## src/rtl/demod_out_settings.svh

```systemverilog
// Widths, address codes and select/mode codes for the demodulator output logic
// Host addresses are 16-bit word addresses, addr[11:1]; register words are 32 bits
// Reset stretch must be at least 1

`ifndef DEMOD_OUT_SETTINGS_SVH
`define DEMOD_OUT_SETTINGS_SVH

// Bus and datapath widths
`define DO_ADDR_W            11
`define DO_DATA_W            16
`define DO_SAMPLE_W          18
`define DO_DAC_W             14
`define DO_RAW_W             14
`define DO_SEL_W             4
`define DO_MODE_W            4
`define DO_NUM_DAC           3

// Miscellaneous space, byte addresses 0x800 to 0x80f
`define DO_MISC_SPACE_MASK   11'h7f8
`define DO_MISC_SPACE_MATCH  11'h400
`define DO_MISC_RESET_ADDR   10'h200   // 32-bit word address, addr[11:2]
`define DO_MISC_VERSION_ADDR 10'h201

`define DO_VERSION           16'h0079
`define DO_RESET_STRETCH     6         // Cycles of reset after the cause ends

// DAC select codes that take the trellis tap
`define DO_SEL_TRELLIS_I     4'd0
`define DO_SEL_TRELLIS_Q     4'd1
`define DO_SEL_TRELLIS_PHERR 4'd2
`define DO_SEL_TRELLIS_INDEX 4'd3

// Demodulator modes
`define DO_MODE_MULTIH       4'd1
`define DO_MODE_AUQPSK       4'd5
`define DO_MODE_SOQPSK       4'd6

`endif

```

## src/rtl/demod_out_pkg.sv

```systemverilog
// Packed bus types shared by the output logic and its testbench
// Field widths come from the settings header

`include "demod_out_settings.svh"

package demod_out_pkg;

  //**************************************************************************
  // Host register bus
  //**************************************************************************

  // Plain level strobes, sampled on the rising clock edge
  typedef struct packed {
    logic                  cs;
    logic                  rd;
    logic                  we;
    logic [`DO_ADDR_W-1:0] addr;    // addr[11:1] of the processor bus
    logic [`DO_DATA_W-1:0] wdata;
  } host_bus_t;

  //**************************************************************************
  // Sample and symbol streams
  //**************************************************************************

  // Trellis debug tap for one DAC
  typedef struct packed {
    logic                    sync;  // Sample valid
    logic [`DO_SAMPLE_W-1:0] sample;
  } dac_tap_t;

  // Symbol enable with its I and Q decisions
  typedef struct packed {
    logic sym_en;
    logic bit_i;
    logic bit_q;
  } sym_stream_t;

  // One clock/data pin pair
  typedef struct packed {
    logic clk;
    logic dat;
  } pin_pair_t;

endpackage

```

## src/rtl/host_regs.sv

```systemverilog
// Host register decode and board reset generation
// Reads are combinational and return zero outside the version register
// Any write to the reset word starts a soft reset, the data is ignored

`timescale 1ns/1ps
`include "demod_out_settings.svh"

module host_regs import demod_out_pkg::*; (
  input  logic                  ck933,
  input  logic                  rs,
  input  host_bus_t             bus_i,
  output logic [`DO_DATA_W-1:0] rd_data_o,
  output logic                  sys_reset_o
);

  localparam int CNT_W = $clog2(`DO_RESET_STRETCH + 1);
  localparam logic [CNT_W-1:0] CNT_LOAD = CNT_W'(`DO_RESET_STRETCH - 1);

  logic                      misc_hit;
  logic [`DO_ADDR_W-2:0]     word_addr;
  logic                      half_sel;
  logic [2*`DO_DATA_W-1:0]   misc_word;
  logic                      soft_wr;
  logic                      soft_q;
  logic [CNT_W-1:0]          stretch_cnt;
  logic                      reset_q;

  //**************************************************************************
  // Address decode
  //**************************************************************************

  assign misc_hit  = (bus_i.addr & `DO_MISC_SPACE_MASK) == `DO_MISC_SPACE_MATCH;
  assign word_addr = bus_i.addr[`DO_ADDR_W-1:1];
  assign half_sel  = bus_i.addr[0];     // addr[1], upper 16 bits

  // 32-bit register word, only the version is readable
  always_comb begin
    misc_word = '0;
    if (misc_hit && (word_addr == `DO_MISC_VERSION_ADDR)) begin
      misc_word = {`DO_VERSION, {`DO_DATA_W{1'b0}}};
    end
  end

  always_comb begin
    rd_data_o = '0;
    if (bus_i.cs && bus_i.rd) begin
      rd_data_o = half_sel ? misc_word[2*`DO_DATA_W-1:`DO_DATA_W]
                           : misc_word[`DO_DATA_W-1:0];
    end
  end

  assign soft_wr = bus_i.cs && bus_i.we && misc_hit &&
                   (word_addr == `DO_MISC_RESET_ADDR);

  //**************************************************************************
  // Reset stretcher
  //**************************************************************************

  // Soft reset strobe, one cycle behind the write
  always_ff @(posedge ck933 or posedge rs) begin
    if (rs) begin
      soft_q <= 1'b0;
    end else begin
      soft_q <= soft_wr;
    end
  end

  // Counter reloads on either cause; reset drops once it has run out
  always_ff @(posedge ck933 or posedge rs) begin
    if (rs) begin
      stretch_cnt <= CNT_LOAD;
      reset_q     <= 1'b1;
    end else if (soft_q) begin
      stretch_cnt <= CNT_LOAD;
      reset_q     <= 1'b1;
    end else begin
      reset_q <= (stretch_cnt != '0);
      if (stretch_cnt != '0) begin
        stretch_cnt <= stretch_cnt - CNT_W'(1);
      end
    end
  end

  assign sys_reset_o = reset_q;  // Also the board reset pin

endmodule

```

## src/rtl/dac_channel.sv

```systemverilog
// One DAC output channel with source select and offset-binary pin register
// Raw samples are zero-extended to 18 bits, so the pins see raw[13:4]
// Pins update only on a registered sync; latency is 2 cycles

`timescale 1ns/1ps
`include "demod_out_settings.svh"

module dac_channel import demod_out_pkg::*; (
  input  logic                 ck933,
  input  logic                 rs,
  input  logic                 sys_reset_i,
  input  logic [`DO_SEL_W-1:0] select_i,
  input  dac_tap_t             tap_i,
  input  logic [`DO_RAW_W-1:0] raw_i,
  output logic [`DO_DAC_W-1:0] dac_d_o
);

  logic                    trellis_sel;
  dac_tap_t                pick;
  logic [`DO_SAMPLE_W-1:0] sample_q;
  logic                    sync_q;

  //**************************************************************************
  // Source select
  //**************************************************************************

  always_comb begin
    case (select_i)
      `DO_SEL_TRELLIS_I,
      `DO_SEL_TRELLIS_Q,
      `DO_SEL_TRELLIS_PHERR,
      `DO_SEL_TRELLIS_INDEX: trellis_sel = 1'b1;
      default:               trellis_sel = 1'b0;
    endcase
  end

  always_comb begin
    if (trellis_sel) begin
      pick = tap_i;
    end else begin
      pick.sync   = 1'b1;    // Raw samples are valid every cycle
      pick.sample = {{(`DO_SAMPLE_W-`DO_RAW_W){1'b0}}, raw_i};
    end
  end

  // Registered choice
  always_ff @(posedge ck933 or posedge rs) begin
    if (rs) begin
      sync_q <= 1'b0;
    end else begin
      sync_q <= pick.sync;
    end
  end

  always_ff @(posedge ck933) begin
    sample_q <= pick.sample;
  end

  //**************************************************************************
  // Pin register
  //**************************************************************************

  // Top 14 bits with the sign flipped, two's complement to offset binary
  always_ff @(posedge ck933 or posedge rs) begin
    if (rs) begin
      dac_d_o <= '0;
    end else if (sys_reset_i) begin
      dac_d_o <= '0;
    end else if (sync_q) begin
      dac_d_o <= {~sample_q[`DO_SAMPLE_W-1],
                  sample_q[`DO_SAMPLE_W-2 -: `DO_DAC_W-1]};
    end
  end

endmodule

```

## src/rtl/serial_out_mux.sv

```systemverilog
// Clock/data pin pairs selected by demodulator mode
// Direct outputs: each pair is registered one cycle from its source
// Unknown mode codes fall back to the data stream

`timescale 1ns/1ps
`include "demod_out_settings.svh"

module serial_out_mux import demod_out_pkg::*; (
  input  logic                  ck933,
  input  logic                  rs,
  input  logic                  sys_reset_i,
  input  logic [`DO_MODE_W-1:0] mode_i,
  input  sym_stream_t           multih_i,
  input  sym_stream_t           data_i,
  input  logic                  au_sym_clk_i,
  output pin_pair_t             pair_i_o,
  output pin_pair_t             pair_q_o
);

  pin_pair_t next_i;
  pin_pair_t next_q;

  //**************************************************************************
  // Mode select
  //**************************************************************************

  // I pair, trellis decisions only in multi-h mode
  always_comb begin
    if (mode_i == `DO_MODE_MULTIH) begin
      next_i.clk = multih_i.sym_en;
      next_i.dat = multih_i.bit_i;
    end else begin
      next_i.clk = data_i.sym_en;
      next_i.dat = data_i.bit_i;
    end
  end

  always_comb begin
    case (mode_i)
      `DO_MODE_AUQPSK: begin
        next_q.clk = au_sym_clk_i;     // Separate Q symbol clock
        next_q.dat = data_i.bit_q;
      end
      `DO_MODE_SOQPSK,
      `DO_MODE_MULTIH: begin
        next_q.clk = multih_i.sym_en;
        next_q.dat = multih_i.bit_q;
      end
      default: begin
        next_q.clk = data_i.sym_en;
        next_q.dat = data_i.bit_q;
      end
    endcase
  end

  //**************************************************************************
  // Pin registers
  //**************************************************************************

  always_ff @(posedge ck933 or posedge rs) begin
    if (rs) begin
      pair_i_o <= '0;
      pair_q_o <= '0;
    end else if (sys_reset_i) begin
      pair_i_o <= '0;
      pair_q_o <= '0;
    end else begin
      pair_i_o <= next_i;
      pair_q_o <= next_q;
    end
  end

endmodule

```

## src/rtl/demod_out_top.sv

```systemverilog
// Host-facing and pin-facing logic of the multi-mode demodulator
// Trellis taps and the multi-h symbol stream arrive as inputs
// All blocks run on ck933; dac_rst_o is the stretched system reset

`timescale 1ns/1ps
`include "demod_out_settings.svh"

module demod_out_top import demod_out_pkg::*; (
  input  logic                                   ck933,
  input  logic                                   rs,
  // Host bus
  input  host_bus_t                              bus_i,
  output logic [`DO_DATA_W-1:0]                  rd_data_o,
  output logic                                   dac_rst_o,
  // DAC channels
  input  logic [`DO_MODE_W-1:0]                  mode_i,
  input  logic [`DO_NUM_DAC-1:0][`DO_SEL_W-1:0]  dac_select_i,
  input  dac_tap_t [`DO_NUM_DAC-1:0]             dac_tap_i,
  input  logic [`DO_NUM_DAC-1:0][`DO_RAW_W-1:0]  dac_raw_i,
  // Symbol streams
  input  sym_stream_t                            multih_i,
  input  sym_stream_t                            data_i,
  input  logic                                   au_sym_clk_i,
  output logic [`DO_NUM_DAC-1:0][`DO_DAC_W-1:0]  dac_d_o,
  output pin_pair_t                              pair_i_o,
  output pin_pair_t                              pair_q_o
);

  logic sys_reset;

  //**************************************************************************
  // Host registers and reset
  //**************************************************************************

  host_regs i_host_regs (
    .ck933       (ck933),
    .rs          (rs),
    .bus_i       (bus_i),
    .rd_data_o   (rd_data_o),
    .sys_reset_o (sys_reset)
  );

  assign dac_rst_o = sys_reset;

  //**************************************************************************
  // DAC outputs
  //**************************************************************************

  for (genvar d = 0; d < `DO_NUM_DAC; d++) begin : g_dac
    dac_channel i_dac_channel (
      .ck933       (ck933),
      .rs          (rs),
      .sys_reset_i (sys_reset),
      .select_i    (dac_select_i[d]),
      .tap_i       (dac_tap_i[d]),
      .raw_i       (dac_raw_i[d]),
      .dac_d_o     (dac_d_o[d])
    );
  end

  //**************************************************************************
  // Serial outputs
  //**************************************************************************

  serial_out_mux i_serial_out_mux (
    .ck933        (ck933),
    .rs           (rs),
    .sys_reset_i  (sys_reset),
    .mode_i       (mode_i),
    .multih_i     (multih_i),
    .data_i       (data_i),
    .au_sym_clk_i (au_sym_clk_i),
    .pair_i_o     (pair_i_o),
    .pair_q_o     (pair_q_o)
  );

endmodule

```

## config.mk

```make
export PLATFORM = sky130hd
export DESIGN_NAME = demod_out_top
export DESIGN_NICKNAME = d
export VERILOG_FILES = /design/src/rtl/demod_out_pkg.sv /design/src/rtl/host_regs.sv /design/src/rtl/dac_channel.sv /design/src/rtl/serial_out_mux.sv /design/src/rtl/demod_out_top.sv
export VERILOG_INCLUDE_DIRS = /design/src /design/src/rtl
export SDC_FILE = /design/constraint.sdc
export NUM_CORES = 1
export LEC_CHECK = 0
export BUFFER_PORTS_ARGS = -buffer_cell sky130_fd_sc_hd__buf_2
export CAP_MARGIN = 20
export CORE_ASPECT_RATIO = 1.5
export CORE_MARGIN = 1.5
export CORE_UTILIZATION = 25
export DETAILED_ROUTE_END_ITERATION = 12
export PLACE_DENSITY = 0.58
export SLEW_MARGIN = 20
export SYNTH_ARGS = -nofsm -noshare
export SYNTH_HDL_FRONTEND = slang
export SYNTH_SLANG_ARGS = --single-unit
```

## constraint.sdc

```tcl
create_clock -name ck933 -period 2.6 [get_ports ck933]
set_clock_uncertainty 0.05 [all_clocks]
set_input_delay 0.26 -clock ck933 [delete_from_list [all_inputs] [get_ports ck933]]
set_output_delay 0.26 -clock ck933 [all_outputs]
set_load 0.05 [all_outputs]
```

Word level (Yosys, flattened, before mapping)
Cells that the tools add are included.

storage, ports and cells
  logic and storage cells = 77
  output and inout bits = 63
  register bits after elaboration = 108

operators by class
  add/subtract/negate cells = 1
  bitwise gates (word level) = 3
  eq/ne operators = 15
  muxes and demuxes = 22
  reductions and logical operators = 17

operator list
  kind                                              count
  two-way mux 14 bit                                6
  two-way mux 19 bit                                3
  two-way mux 16 bit                                2
  == test 4 x 2 -> 1 bit, second input constant     6
  two-way mux 23 bit                                1
  == test 10 bit, second input constant             2
  == test 4 x 1 -> 1 bit, second input constant     4
  zero test 4 bit                                   3
  OR reduction 4 bit                                3
  == test 4 x 3 -> 1 bit, second input constant     2
  == test 8 bit, second input constant              1
  nonzero test 2 bit                                4
  two-way mux 2 bit                                 3
  two-way mux 3 bit                                 2
  logical AND 1 bit                                 5
  two-way mux 1 bit                                 4
  case mux 2 bit (2 select lines)                   1
  inverter 1 bit                                    3
  nonzero test 3 bit                                1
  subtractor 3 x 1 -> 3 bit, second input constant  1
  OR reduction 2 bit                                1

Longest topological paths before layout
Gate-level depths: netlist (run 1).

  depth in word-level cells = 5
  gate-level depth with buffers = 5
  gate-level depth less buffers = 5

By module
Synthesis (run 1) repeated with hierarchy kept, for this count alone.

second synthesis, totals
  cell total of the unflattened synthesis = 304
  area total of the unflattened synthesis = 3866.2 sq um

by module, submodules not included
  module          times used  seq. area each (sq um)  area an instance (sq um)  cells each
  dac_channel     3           655.6                   1077.3                    79
  host_regs       1           128.9                   400.4                     43
  serial_out_mux  1           100.1                   234.0                     24

Least setup slack after synthesis (run 1)
OpenSTA, ideal clock, no wires.

  path type = input to output
  start = input port bus_i[20] in the netlist's numbering
  end = output port rd_data_o[3]
  stages on the path = 4
  setup slack = 0.473 ns
  buffers on the path = 1
  arrival = 1.817 ns
  cells stage by stage = nor4b_1 > nand4b_1 > nor2_1 > buf_4

between the ends
  word-level cells in the longest chain between the ends = 5
  elaborated cells on any way between the ends = 6
  those cells by class = eq/ne (2); mux (3); reduce/logical (1)

ends and longest elaborated chain
  item                                                       RTL line             RTL
  start: declaration                                         demod_out_top.sv:12  input host_bus_t bus_i,
  == test 10 bit (no line) or == test 8 bit (tied branches)  n/a
  logical AND 1 bit *                                        host_regs.sv:39      if (misc_hit && (word_addr == `DO_MISC_VERSION_ADDR)) begin
  two-way mux 23 bit *                                       host_regs.sv:39
  two-way mux 16 bit *                                       host_regs.sv:47      rd_data_o = half_sel ? misc_word[2*`DO_DATA_W-1:`DO_DATA_W]
  two-way mux 16 bit *                                       host_regs.sv:46      if (bus_i.cs && bus_i.rd) begin
  end: declaration                                           demod_out_top.sv:13  output logic [`DO_DATA_W-1:0] rd_data_o,

Every way passes the cells marked *; elsewhere a longest branch is shown, timed or not.

Worst setup path in the final report (run 1)
  start = input port bus_i[20] in the netlist's numbering
  end = output port rd_data_o[5]

The elaborated chain is that of the path after synthesis.

==> flow_metrics.tcl, run 1 <==
set metrics [dict create \
    synth_xor_area_frac 0.00238 \
    path_clk_slew_ps 70 \
    r2r_slack_ps 1240 \
    numPortBuffers 159 \
    core_mm2 0.0145 \
    layout_common_cells "buf_2, dfrtp_1, nor2_1" \
    rsz0062_at_grt "false" \
    die_w_um 102 \
    insertion_delay_ps 330 \
    multi_input_area_mm2 0.00132 \
    crit_path_frequent_cell "buf_2" \
    worst_pin_slew_ps 789 \
    final_common_cell "buf_2" \
    antenna_left 0 \
    clock.fmax_mhz 595 \
    switchingPower_mw 1.55 \
    cts_repair_resize_count 0 \
    yosysWarnings 0 \
    syn_inst 299 \
    clkSinkCount 96 \
    final-hold-violation-count 0 \
    post-dp-hpwl_um 6130 \
    crit_fanout 5 \
    gp_congestion 0.665 \
    synthDominantCellAreaShare 0.346 \
    root_buffer "clkbuf_16" \
    diodes 0 \
    avgViaCountPerCell 4.05 \
    power.internal_mw 2.92 \
    syn_to_final_growth_pct 33.8 \
    yosysSeqAreaShare 0.596 \
    slew_viol_final 0 \
    groute.usage.overall 0.104 \
    dr.pass1.iters 4 \
    critPathArrivalTime_ps 1370 \
    crit_chain "buf_2, nor4b_1, nand4b_1, nor2_1, buf_2" \
    grt_max_degree 55 \
    wire_per_inst_um 12.5 \
    overflow 0 \
    ff2ff_path_depth 2 \
    holdPathStages 2 \
    clkPwrFrac 0.322 \
    postCtsHoldBufs 0 \
    final_net_count 609 \
    route.detailed.drc 0 \
    final.setup.worst_slack_ps 919 \
    drt-met1-wl_um 3390 \
    ys_top_cells_by_area "dfrtp_1, dfxtp_1, mux2i_1, mux2_2, nor2_1" \
    dieArea_mm2 0.0155 \
    final-seq-area_mm2 0.00220 \
    r2r-end "g_dac[0].i_dac_channel.dac_d_o[4]" \
    drv_cap 0 \
    drt-total-wl_um 8190 \
    crit_type "in -> out" \
    setup_viol 0 \
    min_to "g_dac[2].i_dac_channel.sync_q" \
    initial_core_util 0.255 \
    hp-class "in -> reg" \
    cp_slowest_stage_delay_ps 320 \
    avgSynthCellArea_um2 12.3 \
    dp_slack_ps 889 \
    ctsHtreeMaxLevel 3 \
    post_cts_buffers 0 \
    seqPwrFrac 0.411 \
    drtIter0Drc 26 \
    syn_area_mm2 0.00368 \
    synthSimpleGateAreaFrac 0.117 \
    grt_pass1_vias 2509 \
    antenna_found_initial 0 \
    synth_compound_area_frac 0.0170 \
    routed-wl-met3_um 512 \
    reg2reg_from "g_dac[0].i_dac_channel.sync_q" \
    comb_power_share 0.267 \
    clock_path_buffers 2 \
    cp_data_required_time_ps 2290 \
    pin_count 217 \
    fillers 1522 \
    powerDensity_mw_per_mm2 907 \
    start_kind "input pin" \
    yosys.cell_types.count 38 \
    cts_buffers 9 \
    worstHoldStart "dac_tap_i[56]" \
    max-vdd-ir-drop_v 0.000293 \
    startpoint "bus_i[20]" \
    cpMaxStageDelayCell "buf_2" \
    num_vias 2646 \
    end_kind "primary output" \
    row_count 54 \
    die_h_um 152 \
    leakagePower_nw 2.67 \
    synth_fa_ha_area_frac 0.00679 \
    outcome "finished, final reports clean" \
    setup_tns_ps 0 \
    grt_pass1_wl_um 12200 \
    synth_mux_area_frac 0.203 \
    highest-signal-layer "met4" \
    period_share 0.646 \
    finalCriticalPeriod_ps 1680 \
    slew_headroom 0.474 \
    drive_gt1_frac 0.478 \
    synth_seq_cells 96 \
    route.met2.wl_um 4170 \
    netlist.top_cell.by_area "dfrtp_1" \
    synth_top_family_by_area "multiplexers" \
    sw_frac_of_total 0.346 \
    cts_tree "done" \
]
[final cells by class]
class                   instances  share of cell area
clock inverters                 5              0.0175
flip-flops and latches         96               0.446
multi-input cells             178               0.267
inverters                       6             0.00457
well taps                     196              0.0498
clock buffers                  11              0.0493
repair buffers                162               0.166
[routing by layer]
metal	vias to the layer above	GRT usage
met2	93	0.178
met4	0	0.0432
met3	10	0.0307
met5	-	0
met1	1262	0.119
li1	1281	-
[power groups by stage]
stage,clock (mW),sequential [mW],combinational (mW)
2_1_floorplan,0,2.33,0.403
3_3_place_gp,0,1.86,1.19
3_5_place_dp,0,1.87,1.21
4_1_cts,1.50,1.84,1.21
5_1_grt,1.55,1.86,1.28
6_report,1.44,1.84,1.19
[registers in the layout, summed over array words and instances (netlist names)]
signal                        cells
g_dac.i_dac_channel.dac_d_o      42
g_dac.i_dac_channel.sample_q     42
g_dac.i_dac_channel.sync_q        3
i_host_regs.stretch_cnt           3
i_serial_out_mux.pair_i_o         2
i_serial_out_mux.pair_q_o         2
i_host_regs.soft_q                1
i_host_regs.sys_reset_o           1
[logic make-up (layout without fill, tap and decap cells)]
kind of cell	count (synthesis)	count (layout)
and+or+nand+nor	83	83
AOI/OAI and AO/OA	10	10
muxes	71	71
buffers and inverters	35	184
DFF	96	96
xor gates and xnor gates	1	1
adders and majority gates	2	2
other	1	11
[worst max-delay path, delay by kind of cell]
| family | cells | cell delay, ps |
|---|---|---|
| AND/OR/NAND/NOR | 3 | 700 |
| buffers and inverters | 2 | 410 |
[cell usage after synthesis (all sizes together)]
| library cell | number |
|---|---|
| nand4b | 1 |
| nand2b | 2 |
| nor3b | 1 |
| or3b | 1 |
| nor4b | 2 |
| o31ai | 1 |
| nor4 | 1 |
| mux2 | 30 |
| and2 | 12 |
| nor4bb | 1 |
| nor2 | 48 |
| conb | 1 |
| a211oi | 2 |
| ha | 2 |
| or4b | 1 |
| a31oi | 1 |
| nand4 | 1 |
| mux2i | 41 |
| nand4bb | 1 |
| a21oi | 4 |
| inv | 6 |
| dfrtp | 51 |
| nand3 | 3 |
| or2 | 1 |
| dfxtp | 42 |
| xnor2 | 1 |
| nand2 | 4 |
| dfstp | 3 |
| o21ai | 2 |
| buf | 28 |
| clkbuf | 1 |
| or3 | 3 |
[stage by stage]
stage	util	instance area, µm²	total power, mW	instances	hold WS, ps
after detailed placement	0.318	4600	3.08	638	349
after global placement	0.318	4600	3.05	638	343
after CTS	0.341	4930	4.55	654	38.4
after floorplan	-	3720	2.73	309	280
after global routing	0.341	4930	4.69	654	49.4
final	0.341	4930	4.47	654	54.8
[how the worst max path moves through the flow]
| stage | cells after the start | to | slack [ps] |
|---|---|---|---|
| after floorplan | 4 | rd_data_o[3] | 470 |
| after global placement | 5 | rd_data_o[0] | 990 |
| after detailed placement | 5 | rd_data_o[3] | 890 |
| after CTS | 5 | rd_data_o[3] | 890 |
| after global routing | 5 | rd_data_o[3] | 820 |
| final | 5 | rd_data_o[5] | 920 |
(Power assumes the default switching activity.)
==> inputs of run 2 (changes only) <==
- ABC_AREA: default -> 1
- PLACE_DENSITY: 0.58 -> 0.59
- clock period: 2.6 -> 1.5 ns (I/O delays scaled with it)
==> run 2 against run 1 <==
Effect of this change:
- worst hold slack lost 37 ps
- setup slack lost 840 ps
- non-clock buffer count grew 87
- cell count grew 34%
- via count grew 36%
- area after synthesis grew 5.0%
- sequential power grew 72%
- largest cell class unchanged
- highest routed layer unchanged
==> flow_metrics.tcl, run 2 <==
set metrics [dict create \
    cpMaxStageDelayCell "dfstp_2" \
    root_buffer "clkbuf_16" \
    cts_buffers 9 \
    start_kind "flip-flop" \
    synthSimpleGateAreaFrac 0.207 \
    ys_top_cells_by_area "dfrtp_1, dfxtp_1, nand2_1, inv_1, o21ai_2" \
    synthDominantCellAreaShare 0.330 \
    switchingPower_mw 3.13 \
    antenna_found_initial 0 \
    synth_enable_flop_cells 0 \
    clkPwrFrac 0.305 \
    synth_seq_cells 96 \
    async_flop_share 0.563 \
    crit_fanout 4 \
    hp-class "in -> reg" \
    clock.fmax_mhz 703 \
    synthFlopType "dfrtp_1" \
    initial_core_util 0.257 \
    grt_max_degree 46 \
    cts_tree "done" \
    final_common_cell "buf_2" \
    path_clk_slew_ps 60 \
    yosysSeqAreaShare 0.568 \
    multi_input_area_mm2 0.00125 \
    end_kind "primary output" \
    layout_common_cells "buf_2, nand2_1, dlygate4sd3_1" \
    groute.usage.overall 0.135 \
    crit_chain "buf_4, buf_4" \
    setup_tns_ps 0 \
    syn_area_mm2 0.00387 \
    diodes 0 \
    crit_path_frequent_cell "buf_4" \
    insertion_delay_ps 340 \
    synth_top_family_by_area "simple AND/OR/NAND/NOR gates" \
    yosysMostFrequentCell "nand2_1" \
    final-hold-violation-count 0 \
    critPathArrivalTime_ps 1220 \
    clock_path_buffers 2 \
    syn_inst 435 \
    synth_common_cells "nand2_1, inv_1, dfrtp_1" \
    grt_pass1_vias 3681 \
    drive_gt1_frac 0.339 \
    grt_pass1_wl_um 17300 \
    cp_slowest_stage_delay_ps 550 \
    ctsHtreeMaxLevel 3 \
    syn_to_final_growth_pct 55.1 \
    startpoint "i_host_regs.sys_reset_o" \
    reg2reg_from "i_host_regs.sys_reset_o" \
    avgSynthCellArea_um2 8.89 \
    cp_data_required_time_ps 1300 \
    synth_fa_ha_area_frac 0.00647 \
    numPortBuffers 159 \
    final-seq-area_mm2 0.00220 \
    drt-total-wl_um 10600 \
    max-vdd-ir-drop_v 0.000521 \
    setup_viol 0 \
    finalCriticalPeriod_ps 1420 \
    dieArea_mm2 0.0162 \
    power.internal_mw 5.55 \
    rsz0062_at_grt "false" \
    die_w_um 105 \
    synth_compound_area_frac 0.0974 \
    slew_viol_final 0 \
    numPlacedInstances 782 \
    wire_per_inst_um 12.1 \
    yosysWarnings 0 \
    route.detailed.drc 0 \
    yosys.cell_types.count 23 \
    avgViaCountPerCell 4.08 \
    synth_mux_area_frac 0 \
    outcome "finished, final reports clean" \
    pin_count 217 \
    sw_frac_of_total 0.361 \
    fillers 1493 \
    gp_congestion 0.804 \
    antenna_left 0 \
    dr.pass1.iters 4 \
    drtIter0Drc 133 \
    die_h_um 155 \
    row_count 55 \
    netlist.top_cell.by_area "dfrtp_1" \
    crit_type "reg -> out" \
    final_net_count 830 \
    seqPwrFrac 0.364 \
    final_cells 878 \
    top_regs "g_dac.i_dac_channel.dac_d_o: 42 flops, g_dac.i_dac_channel.sample_q: 42 flops" \
    worstHoldStart "bus_i[18]" \
    post-dp-hpwl_um 6830 \
    drv_cap 0 \
    period_share 0.948 \
    num_vias 3586 \
    powerDensity_mw_per_mm2 1450 \
    overflow 0 \
    clkSinkCount 96 \
    leakagePower_nw 3.05 \
    synth_xor_area_frac 0 \
    core_mm2 0.0151 \
    comb_power_share 0.331 \
]
-- run 2: cell count changes after synthesis, moves of 17 or more --
cell and delta:
mux2_2 -30, nor2_1 -17, nand3_1 +43, inv_1 +60
nand2_1 +100, mux2i_1 -41, o21ai_2 +27
-- run 2: layout make-up --
type,instances,share of cell area
clock buffers,11,0.0405
clock inverters,5,0.0175
inverters,67,0.0426
multi-input cells,251,0.209
flip-flops and latches,96,0.366
well taps,199,0.0415
repair buffers,249,0.283
-- run 2: path summary, 6_finish.rpt --
path	end	slack, ps	cells after the start
worst max-delay path	dac_rst_o	80	2
worst min-delay path	i_host_regs.soft_q	20	4
worst max register to register	g_dac[0].i_dac_channel.dac_d_o[0]	210	5
worst min register to register	g_dac[2].i_dac_channel.dac_d_o[13]	380	1
max in group asynchronous	i_host_regs.stretch_cnt[2]	550	4
min in group asynchronous	g_dac[1].i_dac_channel.dac_d_o[8]	280	3
-- run 2: power groups by stage --
stage | clock, mW | combinational, mW | sequential (mW)
detailed placement | 0 | 2.66 | 3.25
CTS | 2.73 | 2.92 | 3.17
global route | 2.81 | 3.13 | 3.21
floorplan | 0 | 0.963 | 4.17
global placement | 0 | 2.63 | 3.23
finish | 2.65 | 2.88 | 3.16
-- run 2: repair_timing --
action                                  CTS  global route
hold buffers                             79             0
endpoints found under the hold margin    57             0
gates resized for setup                   1             0
endpoints found under the setup margin    1             0
buffers inserted                          1             0
-- run 2: cell families (layout without fill, tap and decap cells) --
| group | after synthesis | after routing |
|---|---|---|
| other cells | 1 | 11 |
| fa+ha+maj | 2 | 2 |
| flops | 96 | 96 |
| simple gates | 188 | 188 |
| buf+inv | 98 | 332 |
| compound gates | 50 | 50 |
-- run 2: through the flow --
stage	hold WS (ps)	util	worst slack [ps]	power, mW	instance area (µm²)
final	18.1	0.398	77.4	8.68	6000
after global routing	21.6	0.398	15.7	9.16	6000
after CTS	0.672	0.398	32.2	8.81	6000
after detailed placement	76.7	0.322	229	5.91	4850
after global placement	69.8	0.322	244	5.86	4850
after floorplan	167	-	180	5.13	3920
-- run 2: layer usage --
| metal | part of all wire | track usage | vias up |
|---|---|---|---|
| met2 | 0.53 | 0.249 | 116 |
| met5 | 0 | 0 | - |
| met4 | 0.037 | 0.0734 | 0 |
| met1 | 0.39 | 0.143 | 1654 |
| li1 | - | - | 1788 |
| met3 | 0.046 | 0.0281 | 28 |
-- run 2: critical path: cells and delay by family (launching register included) --
family	cells	cell delay (ps)
buffers and inverters	2	330
DFF	1	550
